## src/vector_params.svh

```systemverilog
`ifndef VECTOR_PARAMS_SVH
`define VECTOR_PARAMS_SVH

//////////////////////////////////////////////////////////////////////
// Vector unit sizing
//////////////////////////////////////////////////////////////////////

// Register width in bits, a multiple of 32
`define VEC_VLEN 64

// Architectural vector registers
`define VEC_NREGS 32

`endif
```

## src/vector_types_pkg.sv

```systemverilog
package vector_types_pkg;

    //////////////////////////////////////////////////////////////////////
    // Architectural vector state
    //////////////////////////////////////////////////////////////////////

    // Selected element width, EW64 is reserved here
    typedef enum logic [2:0] {
        EW8  = 3'b000,
        EW16 = 3'b001,
        EW32 = 3'b010,
        EW64 = 3'b011
    } vew_e;

    // Register group size
    typedef enum logic [2:0] {
        LMUL_1 = 3'b000,
        LMUL_2 = 3'b001,
        LMUL_4 = 3'b010,
        LMUL_8 = 3'b011
    } vlmul_e;

    // Same bit order as the low byte of the vtype CSR, vill on top
    typedef struct packed {
        logic   vill;
        logic   vma;
        logic   vta;
        vew_e   vsew;
        vlmul_e vlmul;
    } vtype_t;

endpackage

```

## src/vector_cmd_pkg.sv

```systemverilog
`include "vector_params.svh"

package vector_cmd_pkg;

    import vector_types_pkg::*;
    export vector_types_pkg::*;

    localparam int VLENB  = `VEC_VLEN / 8;
    localparam int EIDX_W = $clog2(VLENB);

    //////////////////////////////////////////////////////////////////////
    // Host command and response
    //////////////////////////////////////////////////////////////////////

    typedef enum logic [3:0] {
        VSETVL,
        VSETVLI,
        VSETIVLI,
        VAND,
        VOR,
        VXOR,
        VADD,
        VSUB,
        VEXT
    } vec_op_e;

    typedef enum logic [1:0] {
        OPIVV,
        OPIVX,
        OPIVI
    } op_cat_e;

    // For vset commands vd is rd and vs1 is rs1
    typedef struct packed {
        vec_op_e     op;
        op_cat_e     cat;
        logic [4:0]  vd;
        logic [4:0]  vs1;
        logic [4:0]  vs2;
        logic [4:0]  imm5;
        vtype_t      vtype_imm;
        logic [31:0] scalar1;
        logic [31:0] scalar2;
    } vec_cmd_t;

    typedef struct packed {
        logic [31:0] data;
        logic        wr_en;
    } vec_rsp_t;

    //////////////////////////////////////////////////////////////////////
    // Internal control
    //////////////////////////////////////////////////////////////////////

    typedef struct packed {
        logic [4:0]       vs1_addr;
        logic [4:0]       vs2_addr;
        logic [4:0]       vd_addr;
        logic [4:0]       wr_addr;
        logic [VLENB-1:0] be;
    } rf_access_t;

    typedef struct packed {
        vec_op_e           op;
        vew_e              sew;
        logic [EIDX_W-1:0] idx;
    } alu_ctrl_t;

endpackage

```

## src/vector_operand_sel.sv

```systemverilog
`timescale 1ns/1ps

`include "vector_params.svh"

module vector_operand_sel
    import vector_types_pkg::*;
    import vector_cmd_pkg::*;
(
    input  logic                 clk,

    input  op_cat_e              cat_i,
    input  vew_e                 sew_i,
    input  logic [31:0]          scalar_i,
    input  logic [4:0]           imm5_i,

    input  logic [`VEC_VLEN-1:0] vs1_data_i,
    input  logic [`VEC_VLEN-1:0] vs2_data_i,

    output logic [`VEC_VLEN-1:0] first_o,
    output logic [`VEC_VLEN-1:0] second_o
);

    logic [`VEC_VLEN-1:0] scalar_rep;
    logic [`VEC_VLEN-1:0] imm_rep;

    //////////////////////////////////////////////////////////////////////
    // Replication at the current element width
    //////////////////////////////////////////////////////////////////////

    always_comb begin
        case (sew_i)
            EW8:     scalar_rep = {(VLENB){scalar_i[7:0]}};
            EW16:    scalar_rep = {(VLENB/2){scalar_i[15:0]}};
            default: scalar_rep = {(VLENB/4){scalar_i}};
        endcase
    end

    // Immediate is sign extended to the element
    always_comb begin
        case (sew_i)
            EW8:     imm_rep = {(VLENB){{3{imm5_i[4]}}, imm5_i}};
            EW16:    imm_rep = {(VLENB/2){{11{imm5_i[4]}}, imm5_i}};
            default: imm_rep = {(VLENB/4){{27{imm5_i[4]}}, imm5_i}};
        endcase
    end

    //////////////////////////////////////////////////////////////////////
    // Operand registers
    //////////////////////////////////////////////////////////////////////

    always_ff @(posedge clk) begin
        first_o <= vs2_data_i;

        case (cat_i)
            OPIVX:   second_o <= scalar_rep;
            OPIVI:   second_o <= imm_rep;
            default: second_o <= vs1_data_i;
        endcase
    end

endmodule

```

## config.mk

```make
export PLATFORM = sky130hd
export DESIGN_NAME = vector_operand_sel
export DESIGN_NICKNAME = d
export VERILOG_FILES = /design/src/vector_types_pkg.sv /design/src/vector_cmd_pkg.sv /design/src/vector_operand_sel.sv
export VERILOG_INCLUDE_DIRS = /design/src
export SDC_FILE = /design/constraint.sdc
export NUM_CORES = 1
export LEC_CHECK = 0
export BUFFER_PORTS_ARGS = -buffer_cell sky130_fd_sc_hd__buf_2
export CAP_MARGIN = 10
export CORE_MARGIN = 8
export CORE_UTILIZATION = 39
export CTS_BUF_LIST = sky130_fd_sc_hd__clkbuf_2
export CTS_CLUSTER_SIZE = 40
export DETAILED_ROUTE_END_ITERATION = 7
export PLACE_DENSITY = 0.76
export SLEW_MARGIN = 10
export SYNTH_ARGS = -nofsm -noshare
export SYNTH_HDL_FRONTEND = slang
export SYNTH_SLANG_ARGS = --single-unit
```

## constraint.sdc

```tcl
create_clock -name clk -period 1.9 [get_ports clk]
set_input_delay 0.19 -clock clk [delete_from_list [all_inputs] [get_ports clk]]
set_output_delay 0.19 -clock clk [all_outputs]
set_load 0.01 [all_outputs]
```

==> tab_implementation.tex, run 1 <==
\begin{tabular}{lr}
\hline
Metric & Value \\
\hline
\multicolumn{2}{l}{\textbf{Place}} \\
Count of buffers from port buffering & 298 \\
Post-detail-place hpwl & 12700 um \\
Placer Congestion & 0.905 \\
Cell area after placement & 5770 um\^{}2 \\
\multicolumn{2}{l}{\textbf{Clock tree}} \\
Root Buffer & sky130\_fd\_sc\_hd\_\_clkbuf\_2 \\
Post-CTS Setup Inserts & 0 \\
Clock sinks & 128 \\
Number of H-tree branching levels & 4 \\
Number of resized instances in the post-cts repair step & 0 \\
\# hold bufs at CTS & 166 \\
Inserted Clock Buffers & 17 \\
Maximum buffer depth of the clock tree & 2 \\
\multicolumn{2}{l}{\textbf{Synthesis}} \\
Yosys synthesis warning count & 0 \\
Number of distinct library cell variants in the gate-level netlist after synthesis & 25 \\
Mapped Area & 4100 um\^{}2 \\
Post-Syn Instances & 367 \\
Part of the Yosys area used for sequential elements & 62.5\% \\
Area leader, netlist & sky130\_fd\_sc\_hd\_\_dfxtp\_1 \\
Fraction of post-synthesis cell area in the top cell type by area & 62.5\% \\
Flip-flop and latch count after synthesis & 128 \\
Largest cells by area after synthesis & sky130\_fd\_sc\_hd\_\_dfxtp\_1 (62\%), sky130\_fd\_sc\_hd\_\_a21oi\_1 (7.4\%), sky130\_fd\_sc\_hd\_\_nor2b\_1 (6.1\%) \\
Post-synth net total & 540 \\
Per-instance average area after synthesis & 11.2 um\^{}2 \\
\multicolumn{2}{l}{\textbf{Outcome}} \\
Stage where the run ended & clock tree synthesis \\
First error message & [ERROR RSZ-0060] Max buffer count reached. \\
Result of the run & stopped before the end \\
\multicolumn{2}{l}{\textbf{Die}} \\
Number of primary I/O pins & 299 \\
Die Y-Extent & 119 um \\
Std cell rows & 37 \\
Initial Utilization & 39.9\% \\
Die extent in x & 119 um \\
\hline
\end{tabular}
==> cells by family after synthesis <==
group / share of synthesized area, %
multiplexers: 3.17
AND/OR/NAND/NOR: 9.19
adder cells (fa/ha/maj): 0.610
buffers and inverters: 5.07
flip-flops: 62.5
AO/OA/AOI/OAI: 19.5
==> per-stage QoR <==
step / instances / hold slack, ns / worst slack [ns]
after global placement: 788 / 0.292 / 0.368
after floorplan: 367 / 0.218 / 0.516
after detailed placement: 788 / 0.294 / 0.311
==> synth_stat cells (all sizes together) <==
library cell / n
a21o: 1
a21oi: 61
a221oi: 12
a311oi: 8
a31oi: 4
buf: 11
clkbuf: 13
dfxtp: 128
ha: 2
inv: 26
mux2: 8
mux2i: 4
nor2: 1
nor2b: 40
nor3: 1
nor3b: 8
nor4bb: 4
o211ai: 8
o21a: 5
o21ai: 8
o21bai: 8
o311a: 5
or2: 1
==> run 2, diff against run 1 <==
- CORE_UTILIZATION: 39 -> 24
- CTS_BUF_LIST: sky130_fd_sc_hd__clkbuf_2 -> not set
- CTS_CLUSTER_SIZE: 40 -> not set
- PLACE_DENSITY: 0.76 -> not set
- PLACE_DENSITY_LB_ADDON: not set -> 0.15
==> tab_implementation.tex, run 2 <==
\begin{tabular}{lr}
\hline
Metric & Value \\
\hline
\multicolumn{2}{l}{\textbf{Clock tree}} \\
Clock sinks & 128 (unchanged) \\
Inserted Clock Buffers & 17 (unchanged) \\
Number of H-tree branching levels & 4 (unchanged) \\
Clock transition at path regs & 0.06 ns \\
Maximum buffer depth of the clock tree & 2 (unchanged) \\
\# hold bufs at CTS & 77 (was 166) \\
Root Buffer & sky130\_fd\_sc\_hd\_\_clkbuf\_16 (was sky130\_fd\_sc\_hd\_\_clkbuf\_2) \\
Number of resized instances in the post-cts repair step & 0 (unchanged) \\
Post-CTS Setup Inserts & 0 (unchanged) \\
TritonCTS clock tree & built \\
\multicolumn{2}{l}{\textbf{Synthesis}} \\
Async SR Flop Fraction & 0\% (unchanged) \\
Post-synth net total & 540 (unchanged) \\
Largest cells by area after synthesis & sky130\_fd\_sc\_hd\_\_dfxtp\_1 (62\%), sky130\_fd\_sc\_hd\_\_a21oi\_1 (7.4\%), sky130\_fd\_sc\_hd\_\_nor2b\_1 (6.1\%) (unchanged) \\
Area leader, netlist & sky130\_fd\_sc\_hd\_\_dfxtp\_1 (unchanged) \\
Flip-flop and latch count after synthesis & 128 (unchanged) \\
Part of the Yosys area used for sequential elements & 62.5\% (unchanged) \\
Top flip-flop cell by instance count after synthesis & sky130\_fd\_sc\_hd\_\_dfxtp\_1 (unchanged) \\
Most instantiated cells after synthesis & sky130\_fd\_sc\_hd\_\_dfxtp\_1 (128), sky130\_fd\_sc\_hd\_\_a21oi\_1 (61), sky130\_fd\_sc\_hd\_\_nor2b\_1 (40), sky130\_fd\_sc\_hd\_\_inv\_1 (26), sky130\_fd\_sc\_hd\_\_clkbuf\_1 (13) (unchanged) \\
Fraction of post-synthesis cell area in the top cell type by area & 62.5\% (unchanged) \\
Post-Syn Instances & 367 (unchanged) \\
Number of flops mapped to enable cells by yosys & 0 (unchanged) \\
Mapped Area & 4100 um\^{}2 (unchanged) \\
Most instantiated library cell after synthesis & sky130\_fd\_sc\_hd\_\_dfxtp\_1 (unchanged) \\
Yosys synthesis warning count & 0 (unchanged) \\
Number of distinct library cell variants in the gate-level netlist after synthesis & 25 (unchanged) \\
Per-instance average area after synthesis & 11.2 um\^{}2 (unchanged) \\
\multicolumn{2}{l}{\textbf{Place}} \\
Placer Congestion & 0.756 (was 0.905) \\
Worst slack, placed & 0.295 ns (was 0.311 ns) \\
Count of buffers from port buffering & 298 (unchanged) \\
Post-detail-place hpwl & 13600 um (was 12700 um) \\
\multicolumn{2}{l}{\textbf{Timing}} \\
Least setup slack across all paths after layout & 0.715 ns \\
Tightest hold margin & 0.0174 ns \\
Worst-case headroom to the max-slew limit & 68.4\% \\
Setup violation total in the final timing report & 0 \\
Sum of negative setup slack & 0 ns \\
RSZ-0062 raised after global routing & no \\
Least-Margin Pin Slew & 0.473 ns \\
Highest achievable clock rate & 0.844 GHz \\
Ratio of final minimum period to clock period & 62.4\% \\
Clock period minus final worst setup slack & 1.18 ns \\
Final Hold Viols & 0 \\
Slew Viols, Final & 0 \\
\multicolumn{2}{l}{\textbf{Critical path}} \\
Worst Setup End Kind & flip-flop \\
Startpoint Class & input pin \\
Arr. time, crit path & 1.45 ns \\
Maximum net fanout on the critical path & 16 \\
Kind of critical path & input pin to flip-flop \\
Worst path required time & 2.17 ns \\
\multicolumn{2}{l}{\textbf{Power}} \\
Worst IR Drop VDD & 0.000571 V \\
Switching component of the power & 1.97 mW \\
Share of total power consumed by net switching & 25.0\% \\
Clock network power share & 46.1\% \\
Comb power frac & 15.6\% \\
Leakage & 3.49 nW \\
Power per cell area & 1080 nW/um\^{}2 \\
Sequential group share of total power & 38.3\% \\
Cell internal pwr & 5.90 mW \\
\multicolumn{2}{l}{\textbf{Routing}} \\
Number of optimization iterations in the first detailed-route pass & 4 \\
Wire length per cell after detailed routing & 17.6 um \\
Antenna violation net count after detailed routing & 0 \\
Remaining design rule violation count & 0 \\
Initial DRC count & 151 \\
Total routed wirelength & 17300 um \\
Via density & 4.30 \\
Routed via count & 4230 \\
\multicolumn{2}{l}{\textbf{Die}} \\
Die extent in x & 147 um (was 119 um) \\
Initial Utilization & 24.6\% (was 39.9\%) \\
Floorplan core area & 16600 um\^{}2 \\
Std cell rows & 47 (was 37) \\
Die Y-Extent & 147 um (was 119 um) \\
Die ar. & 21500 um\^{}2 \\
Number of primary I/O pins & 299 (unchanged) \\
\multicolumn{2}{l}{\textbf{Layout}} \\
Leading cell type in the layout, fill and taps excluded & sky130\_fd\_sc\_hd\_\_buf\_2 \\
Post-layout nets & 924 \\
Leading cell types in the layout, fill and taps excluded & sky130\_fd\_sc\_hd\_\_buf\_2 (298), sky130\_fd\_sc\_hd\_\_dfxtp\_1 (128), sky130\_fd\_sc\_hd\_\_dlygate4sd3\_1 (77), sky130\_fd\_sc\_hd\_\_a21oi\_1 (60), sky130\_fd\_sc\_hd\_\_nor2b\_1 (40) \\
Count of antenna diodes in the layout & 0 \\
Layout overhead on the synthesized area & 78.5\% \\
Registers with the highest flip-flop counts & first\_o (64), second\_o (64) \\
Fraction of layout cells with a size suffix above 1 & 47.3\% \\
\multicolumn{2}{l}{\textbf{Global routing}} \\
Aggregate global-route resource usage & 15.8\% \\
Antenna violations before repair & 3 \\
First-pass GRT wire length & 26600 um \\
Via count of the first global-routing pass & 4655 \\
Maximum number of pins on one net before global-route repair & 41 \\
Total congestion overflow after global routing & 0 \\
\multicolumn{2}{l}{\textbf{Job}} \\
\# Max-Cap Violations & 0 \\
\multicolumn{2}{l}{\textbf{Outcome}} \\
Result of the run & completed (was stopped before the end) \\
\multicolumn{2}{l}{\textbf{Hold path}} \\
Path type of the worst min-delay path & input pin to flip-flop \\
Hold depth & 3 \\
\hline
\end{tabular}
[run 2: cell counts after synthesis]
No cell type changed its count.
[run 2: cell families (layout without fill, tap and decap cells)]
family                     count (synthesis)  in the layout  synth area share [%]
buffers and inverters                     50            446                  5.07
and+or+nand+nor                           55             55                  9.19
adders and majority gates                  2              2                 0.610
AOI/OAI and AO/OA                        120            120                  19.5
muxes                                     12             12                  3.17
DFF                                      128            128                  62.5
[run 2: power by group through the flow]
stage | clock (mW) | sequential (mW) | combinational, mW
6_report | 3.63 | 3.01 | 1.23
5_1_grt | 3.85 | 3.04 | 1.35
4_1_cts | 3.73 | 3.02 | 1.25
3_5_place_dp | 0 | 3.07 | 1.12
3_3_place_gp | 0 | 3.07 | 1.11
2_1_floorplan | 0 | 3.22 | 0.348
[run 2: cell type report]
| type | instances | area [um^2] |
|---|---|---|
| Tap cell | 220 | 275 |
| Multi-Input combinational cell | 189 | 1340 |
| Sequential cell | 128 | 2560 |
| Clock inverter | 14 | 229 |
| Inverter | 26 | 97.6 |
| Fill cell | 1629 | 9320 |
| Clock buffer | 17 | 425 |
| Timing Repair Buffer | 389 | 2390 |
[run 2: critical path, cell delays in order]
cell and delay, ns:
sky130_fd_sc_hd__buf_2 0.21, sky130_fd_sc_hd__o311a_1 0.43, sky130_fd_sc_hd__a311oi_2 0.48, sky130_fd_sc_hd__a21oi_1 0.14
[run 2: worst paths after layout]
check / from / endpoint
min: vs1_data_i[19] / second_o[19]
max: sew_i[2] / second_o[9]
[run 2: layer usage]
metal,GRT usage [%],vias to the layer above,part of all wire (%)
met2,25.5,202,46
met3,7.19,19,10
met5,0,-,0.21
met1,18.4,1950,42
met4,4.95,6,1.1
li1,-,2053,-
[run 2: stage by stage]
step	cells	util (%)	total power, mW	instance area, um^2
final	983	44.0	7.87	7320
after global placement	875	35.4	4.17	5890
after floorplan	367	-	3.56	4100
after detailed placement	875	35.4	4.19	5890
after global routing	983	44.0	8.23	7320
after CTS	983	44.0	8.00	7320
Note: power is estimated with default switching activity, not from simulation.
