==> src/vector_params.svh <==
`ifndef VECTOR_PARAMS_SVH
`define VECTOR_PARAMS_SVH

//////////////////////////////////////////////////////////////////////
// Vector unit sizing
//////////////////////////////////////////////////////////////////////

// Register width in bits, a multiple of 32
`define VEC_VLEN 64

// Architectural vector registers
`define VEC_NREGS 32

`endif
==> src/vector_types_pkg.sv <==
package vector_types_pkg;

    //////////////////////////////////////////////////////////////////////
    // Architectural vector state
    //////////////////////////////////////////////////////////////////////

    // Selected element width, EW64 is reserved here
    typedef enum logic [2:0] {
        EW8  = 3'b000,
        EW16 = 3'b001,
        EW32 = 3'b010,
        EW64 = 3'b011
    } vew_e;

    // Register group size
    typedef enum logic [2:0] {
        LMUL_1 = 3'b000,
        LMUL_2 = 3'b001,
        LMUL_4 = 3'b010,
        LMUL_8 = 3'b011
    } vlmul_e;

    // Same bit order as the low byte of the vtype CSR, vill on top
    typedef struct packed {
        logic   vill;
        logic   vma;
        logic   vta;
        vew_e   vsew;
        vlmul_e vlmul;
    } vtype_t;

endpackage

==> src/vector_cmd_pkg.sv <==
`include "vector_params.svh"

package vector_cmd_pkg;

    import vector_types_pkg::*;
    export vector_types_pkg::*;

    localparam int VLENB  = `VEC_VLEN / 8;
    localparam int EIDX_W = $clog2(VLENB);

    //////////////////////////////////////////////////////////////////////
    // Host command and response
    //////////////////////////////////////////////////////////////////////

    typedef enum logic [3:0] {
        VSETVL,
        VSETVLI,
        VSETIVLI,
        VAND,
        VOR,
        VXOR,
        VADD,
        VSUB,
        VEXT
    } vec_op_e;

    typedef enum logic [1:0] {
        OPIVV,
        OPIVX,
        OPIVI
    } op_cat_e;

    // For vset commands vd is rd and vs1 is rs1
    typedef struct packed {
        vec_op_e     op;
        op_cat_e     cat;
        logic [4:0]  vd;
        logic [4:0]  vs1;
        logic [4:0]  vs2;
        logic [4:0]  imm5;
        vtype_t      vtype_imm;
        logic [31:0] scalar1;
        logic [31:0] scalar2;
    } vec_cmd_t;

    typedef struct packed {
        logic [31:0] data;
        logic        wr_en;
    } vec_rsp_t;

    //////////////////////////////////////////////////////////////////////
    // Internal control
    //////////////////////////////////////////////////////////////////////

    typedef struct packed {
        logic [4:0]       vs1_addr;
        logic [4:0]       vs2_addr;
        logic [4:0]       vd_addr;
        logic [4:0]       wr_addr;
        logic [VLENB-1:0] be;
    } rf_access_t;

    typedef struct packed {
        vec_op_e           op;
        vew_e              sew;
        logic [EIDX_W-1:0] idx;
    } alu_ctrl_t;

endpackage

==> src/vector_ctrl.sv <==
`timescale 1ns/1ps

`include "vector_params.svh"

module vector_ctrl
    import vector_types_pkg::*;
    import vector_cmd_pkg::*;
(
    input  logic        clk,
    input  logic        reset,

    input  logic        req_i,
    input  vec_cmd_t    cmd_i,
    input  logic [31:0] alu_scalar_i,

    output logic        ack_o,
    output vec_rsp_t    rsp_o,

    output rf_access_t  rf_o,
    output alu_ctrl_t   alu_ctrl_o,
    output vew_e        sew_o
);

    typedef enum logic [2:0] {
        IDLE,
        CONFIG,
        EXEC,
        DRAIN,
        DONE
    } state_e;

    state_e      state;
    vec_cmd_t    cmd_q;
    vtype_t      vtype_q;
    logic [31:0] vl_q;

    // Read side and write side group positions
    logic [2:0]  cnt;
    logic [2:0]  wcnt;
    logic        wvalid;

    logic [3:0]  group_size;
    logic        last_reg;
    logic        is_vset;

    vtype_t      vt_new;
    logic [31:0] vlmax;
    logic [31:0] avl;
    logic [31:0] vl_new;

    assign is_vset    = cmd_i.op inside {VSETVL, VSETVLI, VSETIVLI};
    assign group_size = 4'd1 << vtype_q.vlmul[1:0];
    assign last_reg   = ({1'b0, cnt} == group_size - 4'd1);

    //////////////////////////////////////////////////////////////////////
    // Configuration
    //////////////////////////////////////////////////////////////////////

    always_comb begin
        if (cmd_q.op == VSETVL) begin
            vt_new = vtype_t'({cmd_q.scalar2[31], cmd_q.scalar2[7:0]});
        end else begin
            vt_new = cmd_q.vtype_imm;
        end

        vlmax = (32'(VLENB) >> vt_new.vsew) << vt_new.vlmul;

        if (cmd_q.op == VSETIVLI) begin
            avl = {27'b0, cmd_q.imm5};
        end else if (cmd_q.vd != '0 && cmd_q.vs1 == '0) begin
            avl = vlmax;
        end else begin
            avl = cmd_q.scalar1;
        end

        // rd and rs1 both zero keeps vl
        if (cmd_q.op != VSETIVLI && cmd_q.vd == '0 && cmd_q.vs1 == '0) begin
            vl_new = vl_q;
        end else begin
            vl_new = (avl < vlmax) ? avl : vlmax;
        end

        // Reserved encodings leave only vill set
        if (vt_new.vill || vt_new.vsew > EW32 || vt_new.vlmul[2]) begin
            vt_new      = '0;
            vt_new.vill = 1'b1;
            vl_new      = '0;
        end
    end

    //////////////////////////////////////////////////////////////////////
    // FSM
    //////////////////////////////////////////////////////////////////////

    always_ff @(posedge clk) begin
        if (state == IDLE && req_i) begin
            cmd_q <= cmd_i;
        end
    end

    always_ff @(posedge clk) begin
        if (reset) begin
            state   <= IDLE;
            vtype_q <= '0;
            vl_q    <= '0;
            cnt     <= '0;
            wcnt    <= '0;
            wvalid  <= 1'b0;
            ack_o   <= 1'b0;
            rsp_o   <= '0;
        end else begin
            case (state)
                IDLE: begin
                    if (req_i) begin
                        cnt    <= '0;
                        wvalid <= 1'b0;
                        state  <= is_vset ? CONFIG : EXEC;
                    end
                end
                CONFIG: begin
                    vtype_q     <= vt_new;
                    vl_q        <= vl_new;
                    rsp_o.data  <= vl_new;
                    rsp_o.wr_en <= 1'b1;
                    state       <= DONE;
                end
                EXEC: begin
                    // Extract only needs vs2 in the operand register
                    if (cmd_q.op == VEXT) begin
                        state <= DRAIN;
                    end else begin
                        wvalid <= 1'b1;
                        wcnt   <= cnt;
                        cnt    <= cnt + 3'd1;
                        if (last_reg) begin
                            state <= DRAIN;
                        end
                    end
                end
                DRAIN: begin
                    wvalid <= 1'b0;
                    if (cmd_q.op == VEXT) begin
                        rsp_o.data  <= alu_scalar_i;
                        rsp_o.wr_en <= 1'b1;
                    end
                    state <= DONE;
                end
                DONE: begin
                    if (req_i) begin
                        ack_o <= 1'b1;
                    end else if (ack_o) begin
                        ack_o <= 1'b0;
                        rsp_o <= '0;
                        state <= IDLE;
                    end
                end
                default: state <= IDLE;
            endcase
        end
    end

    //////////////////////////////////////////////////////////////////////
    // Register file access
    //////////////////////////////////////////////////////////////////////

    always_comb begin
        int unsigned epr;
        int unsigned elem;

        epr = VLENB >> vtype_q.vsew;

        rf_o.vs1_addr = cmd_q.vs1 + 5'(cnt);
        rf_o.vs2_addr = cmd_q.vs2 + 5'(cnt);
        rf_o.vd_addr  = cmd_q.vd + 5'(cnt);
        rf_o.wr_addr  = cmd_q.vd + 5'(wcnt);

        // Element index across the whole group decides the tail
        for (int b = 0; b < VLENB; b++) begin
            elem       = int'(wcnt) * epr + (b >> vtype_q.vsew);
            rf_o.be[b] = wvalid && !vtype_q.vill && (elem < vl_q);
        end
    end

    assign alu_ctrl_o = '{
        op:  cmd_q.op,
        sew: vtype_q.vsew,
        idx: cmd_q.scalar1[EIDX_W-1:0]
    };

    assign sew_o = vtype_q.vsew;

endmodule

==> config.mk <==
export PLATFORM = sky130hd
export DESIGN_NAME = vector_ctrl
export DESIGN_NICKNAME = d
export VERILOG_FILES = /design/src/vector_types_pkg.sv /design/src/vector_cmd_pkg.sv /design/src/vector_ctrl.sv
export VERILOG_INCLUDE_DIRS = /design/src
export SDC_FILE = /design/constraint.sdc
export NUM_CORES = 1
export LEC_CHECK = 0
export BUFFER_PORTS_ARGS = -buffer_cell sky130_fd_sc_hd__buf_2
export CAP_MARGIN = 10
export CORE_UTILIZATION = 50
export DETAILED_ROUTE_END_ITERATION = 7
export GPL_ROUTABILITY_DRIVEN = 0
export PLACE_DENSITY = 0.74
export SYNTH_ARGS = -nofsm -noshare
export SYNTH_HDL_FRONTEND = slang
export SYNTH_SLANG_ARGS = --single-unit
==> constraint.sdc <==
create_clock -name clk -period 4.78 [get_ports clk]
set_clock_uncertainty 0.05 [all_clocks]
set_input_delay 0 -clock clk [delete_from_list [all_inputs] [get_ports clk]]
set_output_delay 0 -clock clk [all_outputs]
set_load 0.01 [all_outputs]
======== Word-level counts from Yosys, hierarchy flattened ========
Cells that the tools add are included.
storage, ports and cells
  register bits after elaboration ......... 179
  input bits .............................. 134
  output and inout bits ................... 75
  word-level logic and storage cells ...... 134
cells by class
  reductions and logical operators ........ 32
  add/sub/neg operators ................... 14
  order comparisons ....................... 10
  mux-type cells .......................... 25
  $mul .................................... 1
  bitwise logic cells ..................... 1
  shifts and indexed selects .............. 12
  eq/ne operators ......................... 16
operators by type and width
  cell                                                 number
  less-than comparator 32 bit                          9
  adder 32 bit                                         8
  2-to-1 mux 32 bit                                    5
  >> shifter 3 x 3 -> 32 bit, first input constant     4
  2-to-1 mux 33 bit                                    3
  one-hot mux 33 bit (3 select lines)                  1
  >> shifter 1 x 3 -> 32 bit, first input constant     2
  >> shifter 2 x 3 -> 32 bit, first input constant     2
  >> shifter 4 x 3 -> 32 bit, first input constant     2
  multiplier 3 x 32 -> 32 bit                          1
  << shifter 32 x 3 -> 32 bit                          1
  2-to-1 mux 3 bit                                     7
  adder 5 x 3 -> 5 bit                                 4
  2-to-1 mux 9 bit                                     2
  logical AND 1 bit                                    13
  one-hot mux 3 bit (4 select lines)                   1
  zero test 5 bit                                      2
  != test 2 bit, second input constant                 5
  nonzero test 3 bit                                   3
  equality test 4 x 2 -> 1 bit, second input constant  2
  zero test 4 bit                                      2
  AND reduction 4 bit                                  2
  equality test 3 x 2 -> 1 bit, second input constant  2
  one-hot mux 3 bit (2 select lines)                   1
  other kinds (23)                                     27

======== Logic depth before layout (Yosys ltp) ========
Gate-level depths: netlist of the first run.
  depth after elaboration ................. 11
  depth in mapped cells ................... 18
  mapped depth without buffers ............ 18

======== Least setup slack after synthesis of the first run ========
No wires, ideal clock.
  kind .................................... reg-to-output
  from .................................... register vtype_q, in the netlist sew_o[1]
  to ...................................... output rf_o[5] in the netlist's numbering
  arrival ................................. 4128 ps
  cell stages (with the launch flop) ...... 15
  buffers on the path ..................... 0
  required time ........................... 4730 ps
  slack ................................... 602 ps
  path through ............................ dfxtp_1 -> inv_1 -> ha_1 -> nor2b_1 -> and2_1 -> fa_1 -> ha_1 -> fa_1 -> a21o_1 -> a21oi_1 -> inv_1 -> nand4_1 -> nor2_1 -> ha_1 -> o311ai_0
RTL lines
  what                      RTL line            text
  start: declaration        vector_ctrl.sv:34   vtype_t vtype_q;
  start signal: assignment  vector_ctrl.sv:121  vtype_q <= vt_new;
  end: declaration          vector_ctrl.sv:19   output rf_access_t rf_o,

==> impl_metrics.tcl, run 1 <==
set metrics [dict create \
    dr_total_vias 8775 \
    drc 0 \
    portBuffers 179 \
    final.min_clock_period_ns 4.45 \
    rsz0062_at_grt "false" \
    final_nets 1544 \
    antenna_found_initial 0 \
    min_path_cells 2 \
    grt_start_max_net_pins 44 \
    synthesis.instances 1026 \
    worstPathArrival_ns 4.40 \
    grt.total_usage_pct 26.1 \
    syn_area_per_cell_um2 9.65 \
    wl_per_cell_um 16.5 \
    drtPass1Iterations 5 \
    reg2reg_to "rsp_o[10]$_SDFFE_PP0P_" \
    r2r_start "alu_ctrl_o[7]$_DFFE_PP_" \
    path_clk_slew_ns 0.06 \
    drv_cap 0 \
    finalNonFillerCells 1575 \
    critical_path.endpoint_type "primary output" \
    grt_remaining_overflow 0 \
    ir_drop_v 0.000278 \
    io_pins 209 \
    drtIter0Drc 520 \
    regArea_mm2 0.00374 \
    cts_buffers 17 \
    ys_top_cells_by_count "ha_1, nor2_1, dfxtp_1, edfxtp_1, a21oi_1" \
    viasPerCell 5.57 \
    status "complete, no violations" \
    crit_family "adder cells" \
    internal_power_w 0.00268 \
    hold_path.class "in2reg" \
    slowest_stage "ha_1" \
    cts.root.buffer_cell "clkbuf_16" \
    clock_latency_ns 0.43 \
    multiInputGateArea_mm2 0.00566 \
    power_switching_w 0.00124 \
    maxSlewHeadroom_pct 42.3 \
    tns_ns 0 \
    slew_viol_final 0 \
    floorplan.die_area_mm2 0.0204 \
    ant_nets 0 \
    seq_area_frac_synth_pct 37.8 \
    synth_cell_types 89 \
    rows 51 \
    cp_cell_sequence "inv_1 -> ha_1 -> nor2b_2 -> and2_1 -> fa_1 -> ha_1 -> ha_1 -> a21oi_1 -> xnor2_1 -> ha_1 -> a21o_1 -> a21o_1 -> a21oi_1 -> o21ai_0 -> o311ai_0 -> buf_2" \
    cp-start-kind "register" \
    yosysWarnings 0 \
    yosysTopAreaCellShare_pct 21.2 \
    synth_area_leaders "edfxtp_1, dfxtp_1, ha_1" \
    place_inst 1439 \
    max_stage_delay_ns 0.47 \
    clock-sinks 152 \
    synth_edf_count 70 \
    routed_wl_um 26000 \
    critPathMaxFanout 12 \
    path_class "reg2out" \
    grt_first_pass_wirelength_um 41600 \
    clock.fmax_mhz 225 \
    dp_hpwl_um 18200 \
    clk_path_buf_depth 2 \
    powerDensity_mw_per_mm2 312 \
    power_leakage_nw 5.46 \
    die_h_um 143 \
    cts-htree-levels 4 \
    cts_tree "yes" \
    die_width_um 143 \
    worstHoldStart "reset" \
    combPwrFrac_pct 24.8 \
    synthFlopType "dfxtp_1" \
    setup_violations 0 \
    rr_worst_depth 15 \
    path_buf_inv 2 \
    synth_top_cell_by_area "edfxtp_1" \
    power_frac_seq_pct 41.4 \
    synth_most_common_cell "ha_1" \
    drive_above_1_share_pct 21.0 \
    r2r_slack_ns 0.48 \
    syn-cell-area_mm2 0.00990 \
    grt_pass1_vias 8534 \
    fillers 1512 \
    cp_data_required_time_ns 4.73 \
    synth_nets 1274 \
    async_flop_share_pct 0 \
    crit_top_cell "ha_1" \
    power_frac_clock_pct 33.8 \
    holdPathEnd "sew_o[1]$_SDFFE_PP0P_" \
    start_util_pct 50.9 \
    area_growth_pct 27.1 \
    worstMarginPinSlew_ns 0.865 \
    ys_ff_latch 152 \
    cts_setup_buffers 0 \
    final.period_utilization_pct 93.1 \
    finalHoldViolCount 0 \
    placeableCoreArea_mm2 0.0195 \
    swShare_pct 31.7 \
]
cells in the final DEF (no fill, tap or decap), types with 23 or more instances in the layout:
cell type	instances
buf_2	179
dlygate4sd3_1	103
ha_1	101
nor2_1	88
dfxtp_1	81
edfxtp_1	70
a21oi_1	66
nand2_1	64
inv_1	52
nor3_1	51
a21o_1	47
xnor2_1	41
o21ai_0	39
and2_1	32
a221oi_1	23
layout make-up:
cell class,instances,area share (%)
multi-input combinational,771,45.0
clock inverter,14,1.19
antenna,1,0.0199
sequential,152,29.8
tap,265,2.63
inverter,53,1.58
clock buffer,18,3.41
timing repair buffer,301,16.4
power groups by stage:
stage | clock network (W) | registers (W) | logic, W
floorplan | 0 | 0.00164 | 0.000608
global route | 0.00139 | 0.00164 | 0.00107
detailed placement | 0 | 0.00165 | 0.000883
global placement | 0 | 0.00164 | 0.000866
CTS | 0.00133 | 0.00162 | 0.000954
finish | 0.00133 | 0.00163 | 0.000973
worst max path at each step:
stage / startpoint / end / slack (ns) / cells past startpoint
floorplan: sew_o[1]$_SDFFE_PP0P_ / rf_o[5] / 0.60 / 14
global placement: sew_o[1]$_SDFFE_PP0P_ / rf_o[1] / 0.54 / 14
detailed placement: sew_o[1]$_SDFFE_PP0P_ / rf_o[1] / 0.48 / 14
CTS: sew_o[1]$_SDFFE_PP0P_ / rf_o[1] / 0.005 / 14
global route: sew_o[0]$_SDFFE_PP0P_ / rf_o[6] / 0.001 / 16
finish: sew_o[0]$_SDFFE_PP0P_ / rf_o[6] / 0.33 / 16
cell families (layout without fill, tap and decap cells):
group | Yosys count | in the layout | synth area share (%)
mux | 10 | 10 | 1.16
simple gates | 346 | 346 | 18.2
other cells | 0 | 1 | 0
fa+ha+maj | 114 | 114 | 15.4
buf+inv | 103 | 386 | 5.22
compound gates | 246 | 246 | 17.3
xor+xnor | 55 | 55 | 4.87
flops | 152 | 152 | 37.8
per-layer routing:
metal	global-route usage, %	routed length [um]	vias up
met1	30.7	10600	4172
met3	4.39	1200	67
met2	47.1	13400	273
met5	0	0	-
met4	10.1	821	0
li1	-	-	4263
per-stage QoR:
stage | setup WS (ns) | cell area (um2) | hold slack, ns | util, % | power, W
6_report | 0.330 | 12600 | 0.0577 | 64.7 | 0.00392
5_1_grt | 0.00146 | 12600 | 0.0744 | 64.6 | 0.00411
4_1_cts | 0.00549 | 12600 | 0.0265 | 64.6 | 0.00391
3_5_place_dp | 0.482 | 11000 | 0.128 | 56.3 | 0.00253
3_3_place_gp | 0.537 | 11000 | 0.126 | 56.3 | 0.00251
2_1_floorplan | 0.602 | 9900 | 0.0489 | - | 0.00225
registers in the layout (all words and copies together) (netlist names):
signal and flops:
cnt 3, vtype_q 3, state 3, wvalid 1, ack_o 1, rsp_o 33
alu_ctrl_o 7, vl_q 32, wcnt 3, cmd_q 63, sew_o 3
what timing repair did:
| action | in CTS | in global routing |
|---|---|---|
| endpoints found under the setup margin | 0 | 7 |
| endpoints found under the hold margin | 105 | 0 |
| hold buffers | 103 | 0 |
| resized for setup | 0 | 8 |
Power figures use the tool's default switching activity.
==> run 2, diff against run 1 <==
CELL_PAD_IN_SITES_DETAIL_PLACEMENT = 2   (was unset)
CELL_PAD_IN_SITES_GLOBAL_PLACEMENT = 2   (was unset)
CORE_UTILIZATION = 34   (was 50)
PLACE_DENSITY = 0.81   (was 0.74)
==> run 2 against run 1 <==
- worst setup slack got worse by 0.27 ns
- final cell count increased by 8.2%
- power increased by 7.8%
- hold slack improved by 0.11 ns
- global-route usage increased by 1.4 points
- die area increased by 46%
- flip-flop and latch count unchanged
- critical path depth increased by 1
- clock power increased by 11%
- sequential power about the same
- largest cell class unchanged
- highest routed layer unchanged
==> impl_metrics.tcl, run 2 (synthesis gave the netlist of run 1 again) <==
set metrics [dict create \
    cts-htree-levels 4 \
    die_width_um 173 \
    drtIter0Drc 552 \
    drive_above_1_share_pct 22.4 \
    path_class "reg2out" \
    crit_top_cell "ha_1" \
    critical_path.endpoint_type "primary output" \
    grt.total_usage_pct 27.4 \
    grt_remaining_overflow 0 \
    combPwrFrac_pct 26.2 \
    cp_cell_sequence "inv_1 -> ha_1 -> nor2b_2 -> and2_1 -> fa_1 -> ha_1 -> fa_2 -> buf_2 -> buf_4 -> nand2_1 -> xnor2_1 -> ha_1 -> a21o_1 -> a21oi_1 -> o21ai_1 -> o311ai_2 -> buf_4" \
    cts_buffers 17 \
    rows 62 \
    slew_viol_final 0 \
    placed_cell_area_mm2 0.0111 \
    final.period_utilization_pct 98.8 \
    crit_family "adder cells" \
    finalHoldViolCount 0 \
    drc 0 \
    fillers 3059 \
    drv_cap 0 \
    max_stage_delay_ns 0.62 \
    top_register "cmd_q" \
    clock_latency_ns 0.47 \
    io_pins 209 \
    final_nets 1552 \
    cts_tree "yes" \
    grt_pass1_vias 10700 \
    final_cell_mix "buf_2, dlygate4sd3_1, ha_1" \
    worstPathArrival_ns 4.67 \
    power_frac_clock_pct 34.7 \
    hold_path.class "in2reg" \
    power_leakage_nw 5.54 \
    worstMarginPinSlew_ns 1.18 \
    multiInputGateArea_mm2 0.00572 \
    ir_drop_v 0.000164 \
    power_frac_seq_pct 39.1 \
    r2r_slack_ns 0.17 \
    wl_per_cell_um 24.9 \
    drtPass1Iterations 5 \
    routed_wl_um 42300 \
    slowest_stage "fa_2" \
    final.min_clock_period_ns 4.72 \
    grt_first_pass_wirelength_um 63000 \
    internal_power_w 0.00274 \
    clk_path_buf_depth 2 \
    largest_register_ff_count 63 \
    design_area_mm2 0.0129 \
    clock.fmax_mhz 212 \
    antenna_found_initial 3 \
    regArea_mm2 0.00375 \
    hold_slack_ns 0.169 \
    status "complete, no violations" \
    cts.root.buffer_cell "clkbuf_16" \
    swShare_pct 35.2 \
    path_clk_slew_ns 0.08 \
    powerDensity_mw_per_mm2 328 \
    clock-sinks 152 \
    start_util_pct 34.5 \
    die_h_um 173 \
    path_buf_inv 4 \
    setup_violations 0 \
    cp_data_required_time_ns 4.73 \
    portBuffers 179 \
    cp-start-kind "register" \
    critPathMaxFanout 7 \
    reg_top3 "cmd_q: 63 flops, rsp_o: 33 flops, vl_q: 32 flops" \
    final_common_cell "buf_2" \
    viasPerCell 5.60 \
    area_growth_pct 30.3 \
    ant_nets 0 \
    placeableCoreArea_mm2 0.0287 \
    power_switching_w 0.00149 \
    dp_hpwl_um 24600 \
    maxSlewHeadroom_pct 21.1 \
    grt_start_max_net_pins 37 \
    floorplan.die_area_mm2 0.0298 \
    dr_total_vias 9547 \
    fin_util_pct 44.9 \
]
run 2: area by class of cell:
cell class,count,area share [%]
inverters,53,1.54
diodes,3,0.0582
clock inverters,15,1.37
multi-input cells,771,44.4
clock buffers,17,3.30
repair buffers,309,16.6
well taps,384,3.72
flip-flops and latches,152,29.1
run 2: what timing repair did:
item,in CTS,in global routing
hold buffers,102,0
endpoints found under the hold margin,103,0
pin swaps,1,2
endpoints found under the setup margin,7,7
gates resized for setup,6,20
buffers inserted,1,8
run 2: worst paths after layout:
| check | start | to | cells past startpoint |
|---|---|---|---|
| worst max register to register | alu_ctrl_o[7]$_DFFE_PP_ | rsp_o[1]$_SDFFE_PP0P_ | 17 |
| worst max-delay path | sew_o[0]$_SDFFE_PP0P_ | rf_o[4] | 17 |
| worst min register to register | vl_q[16]$_SDFFE_PP0P_ | vl_q[16]$_SDFFE_PP0P_ | 1 |
| worst min-delay path | reset | rsp_o[28]$_SDFFE_PP0P_ | 2 |
run 2: metal layers:
| layer | vias to the layer above | track usage (%) | wire length, um |
|---|---|---|---|
| met5 | - | 0 | 0 |
| met4 | 0 | 14.1 | 2160 |
| met3 | 129 | 3.80 | 1480 |
| met2 | 295 | 50.9 | 22200 |
| met1 | 4840 | 30.3 | 16500 |
| li1 | 4283 | - | - |
run 2: stage by stage:
step | instances | total power [W] | worst slack [ns] | setup TNS [ns]
after floorplan | 1026 | 0.00225 | 0.602 | 0
after global placement | 1558 | 0.00255 | 0.477 | 0
after detailed placement | 1558 | 0.00261 | 0.240 | 0
after CTS | 1693 | 0.00409 | -0.0358 | -0.0754
after global routing | 1704 | 0.00437 | -0.119 | -0.256
final | 1704 | 0.00423 | 0.0553 | 0
run 2: power groups by stage:
stage	combinational [W]	clock, W	sequential, W
after CTS	0.00103	0.00143	0.00164
after global placement	0.000899	0	0.00165
final	0.00111	0.00147	0.00166
after detailed placement	0.000943	0	0.00166
after global routing	0.00119	0.00151	0.00167
after floorplan	0.000608	0	0.00164
==> run 3, diff against run 2 <==
BUFFER_PORTS_ARGS = -buffer_cell sky130_fd_sc_hd__buf_4   (was -buffer_cell sky130_fd_sc_hd__buf_2)
==> run 3 against run 2 <==
- non-clock buffer count up 3
- register-to-register slack got worse by 0.02 ns
- worst setup slack improved by 0.097 ns
- final cell count rose by 0.18%
- final area increased by 4.1%
- fmax up 2.1%
- largest cell class unchanged
- combinational power grew 9%
- core utilization up 1.8 points
==> impl_metrics.tcl, run 3 (synthesis gave the netlist of run 1 again) <==
set metrics [dict create \
    status "complete, no violations" \
    setup_violations 0 \
    worstPathArrival_ns 4.86 \
    tns_ns 0 \
    clock_latency_ns 0.45 \
    swShare_pct 32.8 \
    final_cell_mix "buf_4, dlygate4sd3_1, ha_1" \
    fillers 3035 \
    cts.root.buffer_cell "clkbuf_16" \
    finalHoldViolCount 0 \
    maxSlewHeadroom_pct 19.9 \
    reg_top3 "cmd_q: 63 flops, rsp_o: 33 flops, vl_q: 32 flops" \
    clk_path_buf_depth 2 \
    path_buf_inv 1 \
    drive_above_1_share_pct 23.0 \
    io_pins 209 \
    power_switching_w 0.00145 \
    fin_util_pct 46.8 \
    grt_first_pass_wirelength_um 64800 \
    drtIter0Drc 493 \
    cts-htree-levels 4 \
    ant_nets 0 \
    power_leakage_nw 5.69 \
    antenna_found_initial 3 \
    die_width_um 173 \
    max_stage_delay_ns 0.64 \
    power_frac_clock_pct 35.2 \
    slowest_stage "or4_4" \
    path_class "reg2reg" \
    grt.total_usage_pct 28.4 \
    routed_wl_um 43000 \
    place_inst 1556 \
    final.period_utilization_pct 96.8 \
    drc 0 \
    final.min_clock_period_ns 4.63 \
    dr_total_vias 9634 \
    min_path_cells 2 \
    rr_worst_depth 15 \
    powerDensity_mw_per_mm2 329 \
    area_growth_pct 35.7 \
    cp_data_required_time_ns 5.02 \
    cts_tree "yes" \
    floorplan.die_area_mm2 0.0298 \
    wl_per_cell_um 25.2 \
    clock-sinks 152 \
    largest_register_ff_count 63 \
    critical_path.endpoint_type "register" \
    internal_power_w 0.00297 \
    final_nets 1555 \
    drv_cap 0 \
    combPwrFrac_pct 27.4 \
    start_util_pct 34.5 \
    cts_buffers 17 \
    portBuffers 179 \
    hold_path.class "in2reg" \
    dp_hpwl_um 24600 \
    cp_cell_sequence "or4_4 -> buf_4 -> mux2_2 -> and3_1 -> nand2_1 -> a21oi_1 -> ha_1 -> a21o_1 -> a21o_1 -> a21oi_1 -> and2_2 -> a31oi_4 -> nor2_4 -> mux2i_1 -> o21ai_0" \
    worstMarginPinSlew_ns 1.20 \
    top_register "cmd_q" \
    drtPass1Iterations 7 \
    viasPerCell 5.64 \
    cp.depth 15 \
    crit_family "simple AND/OR/NAND/NOR gates" \
    ir_drop_v 0.000369 \
    grt_start_max_net_pins 66 \
    clock.fmax_mhz 216 \
    p_total_w 0.00442 \
    slew_viol_final 0 \
    die_h_um 173 \
    path_clk_slew_ns 0.07 \
    grt_remaining_overflow 0 \
    grt_pass1_vias 10900 \
    cp-start-kind "register" \
    critPathMaxFanout 8 \
    power_frac_seq_pct 37.4 \
    rows 62 \
    finalNonFillerCells 1707 \
    placeableCoreArea_mm2 0.0287 \
    final_common_cell "buf_4" \
]
[run 3: changes by cell type in the layout (fill, tap and decap cells not counted), sizes merged]
cell and change:
inv -6, dlygate4sd3 +1, clkinvlp -2, buf +2, bufinv +2, clkinv +1
clkbuf +5
[run 3: worst register-to-register path, delay by kind of cell (launching register included)]
family	cells	cell delay, ns
fa+ha+maj	1	0.26
compound gates	6	1.14
buf+inv	1	0.21
mux	2	0.78
simple gates	5	1.54
flops	1	0.48
[run 3: final cells by class]
class / instances / area, um2 / area share, %
Clock inverter: 10 / 160 / 1.19
Tap cell: 384 / 480 / 3.58
Timing Repair Buffer: 312 / 2610 / 19.4
Clock buffer: 22 / 488 / 3.63
Multi-Input combinational cell: 771 / 5740 / 42.7
Sequential cell: 152 / 3750 / 27.9
Antenna cell: 3 / 7.51 / 0.0559
Inverter: 53 / 199 / 1.48
[run 3: timing repair]
action                     4_1_cts  5_1_grt
hold buffers                   103        0
resized for setup                5       22
pin swaps                        0        2
gates cloned                     0        0
buffers inserted                 0       13
setup endpoints to repair        6       16
hold endpoints to repair       104        0
[run 3: power groups by stage]
stage | sequential [W] | combinational (W) | clock, W
floorplan | 0.00164 | 0.000608 | 0
global placement | 0.00165 | 0.000979 | 0
detailed placement | 0.00166 | 0.00102 | 0
CTS | 0.00164 | 0.00111 | 0.00152
global route | 0.00167 | 0.00129 | 0.00162
finish | 0.00165 | 0.00121 | 0.00156
[run 3: path summary, 6_finish.rpt]
check | start | end | slack (ns)
hold reg to reg | vl_q[1]$_SDFFE_PP0P_ | vl_q[1]$_SDFFE_PP0P_ | 0.44
setup / recovery | alu_ctrl_o[9]$_DFFE_PP_ | vl_q[6]$_SDFFE_PP0P_ | 0.15
setup reg to reg | alu_ctrl_o[9]$_DFFE_PP_ | vl_q[6]$_SDFFE_PP0P_ | 0.15
hold / removal | reset | sew_o[1]$_SDFFE_PP0P_ | 0.08
[run 3: per-layer routing]
layer / vias to the layer above / global-route usage, % / share of wire, %
met4: 0 / 15.9 / 5.2
met3: 139 / 4.27 / 3.3
met5: - / 0 / 0
li1: 4288 / - / -
met1: 4898 / 29.6 / 38
met2: 309 / 53.8 / 54
[run 3: stage by stage]
stage	cell area, um2	setup WS, ns	hold slack (ns)
6_report	13400	0.152	0.0778
5_1_grt	13400	-0.0473	0.0851
4_1_cts	13200	0.00270	0.0541
3_5_place_dp	11500	0.334	0.130
3_3_place_gp	11500	0.414	0.128
2_1_floorplan	9900	0.602	0.0489
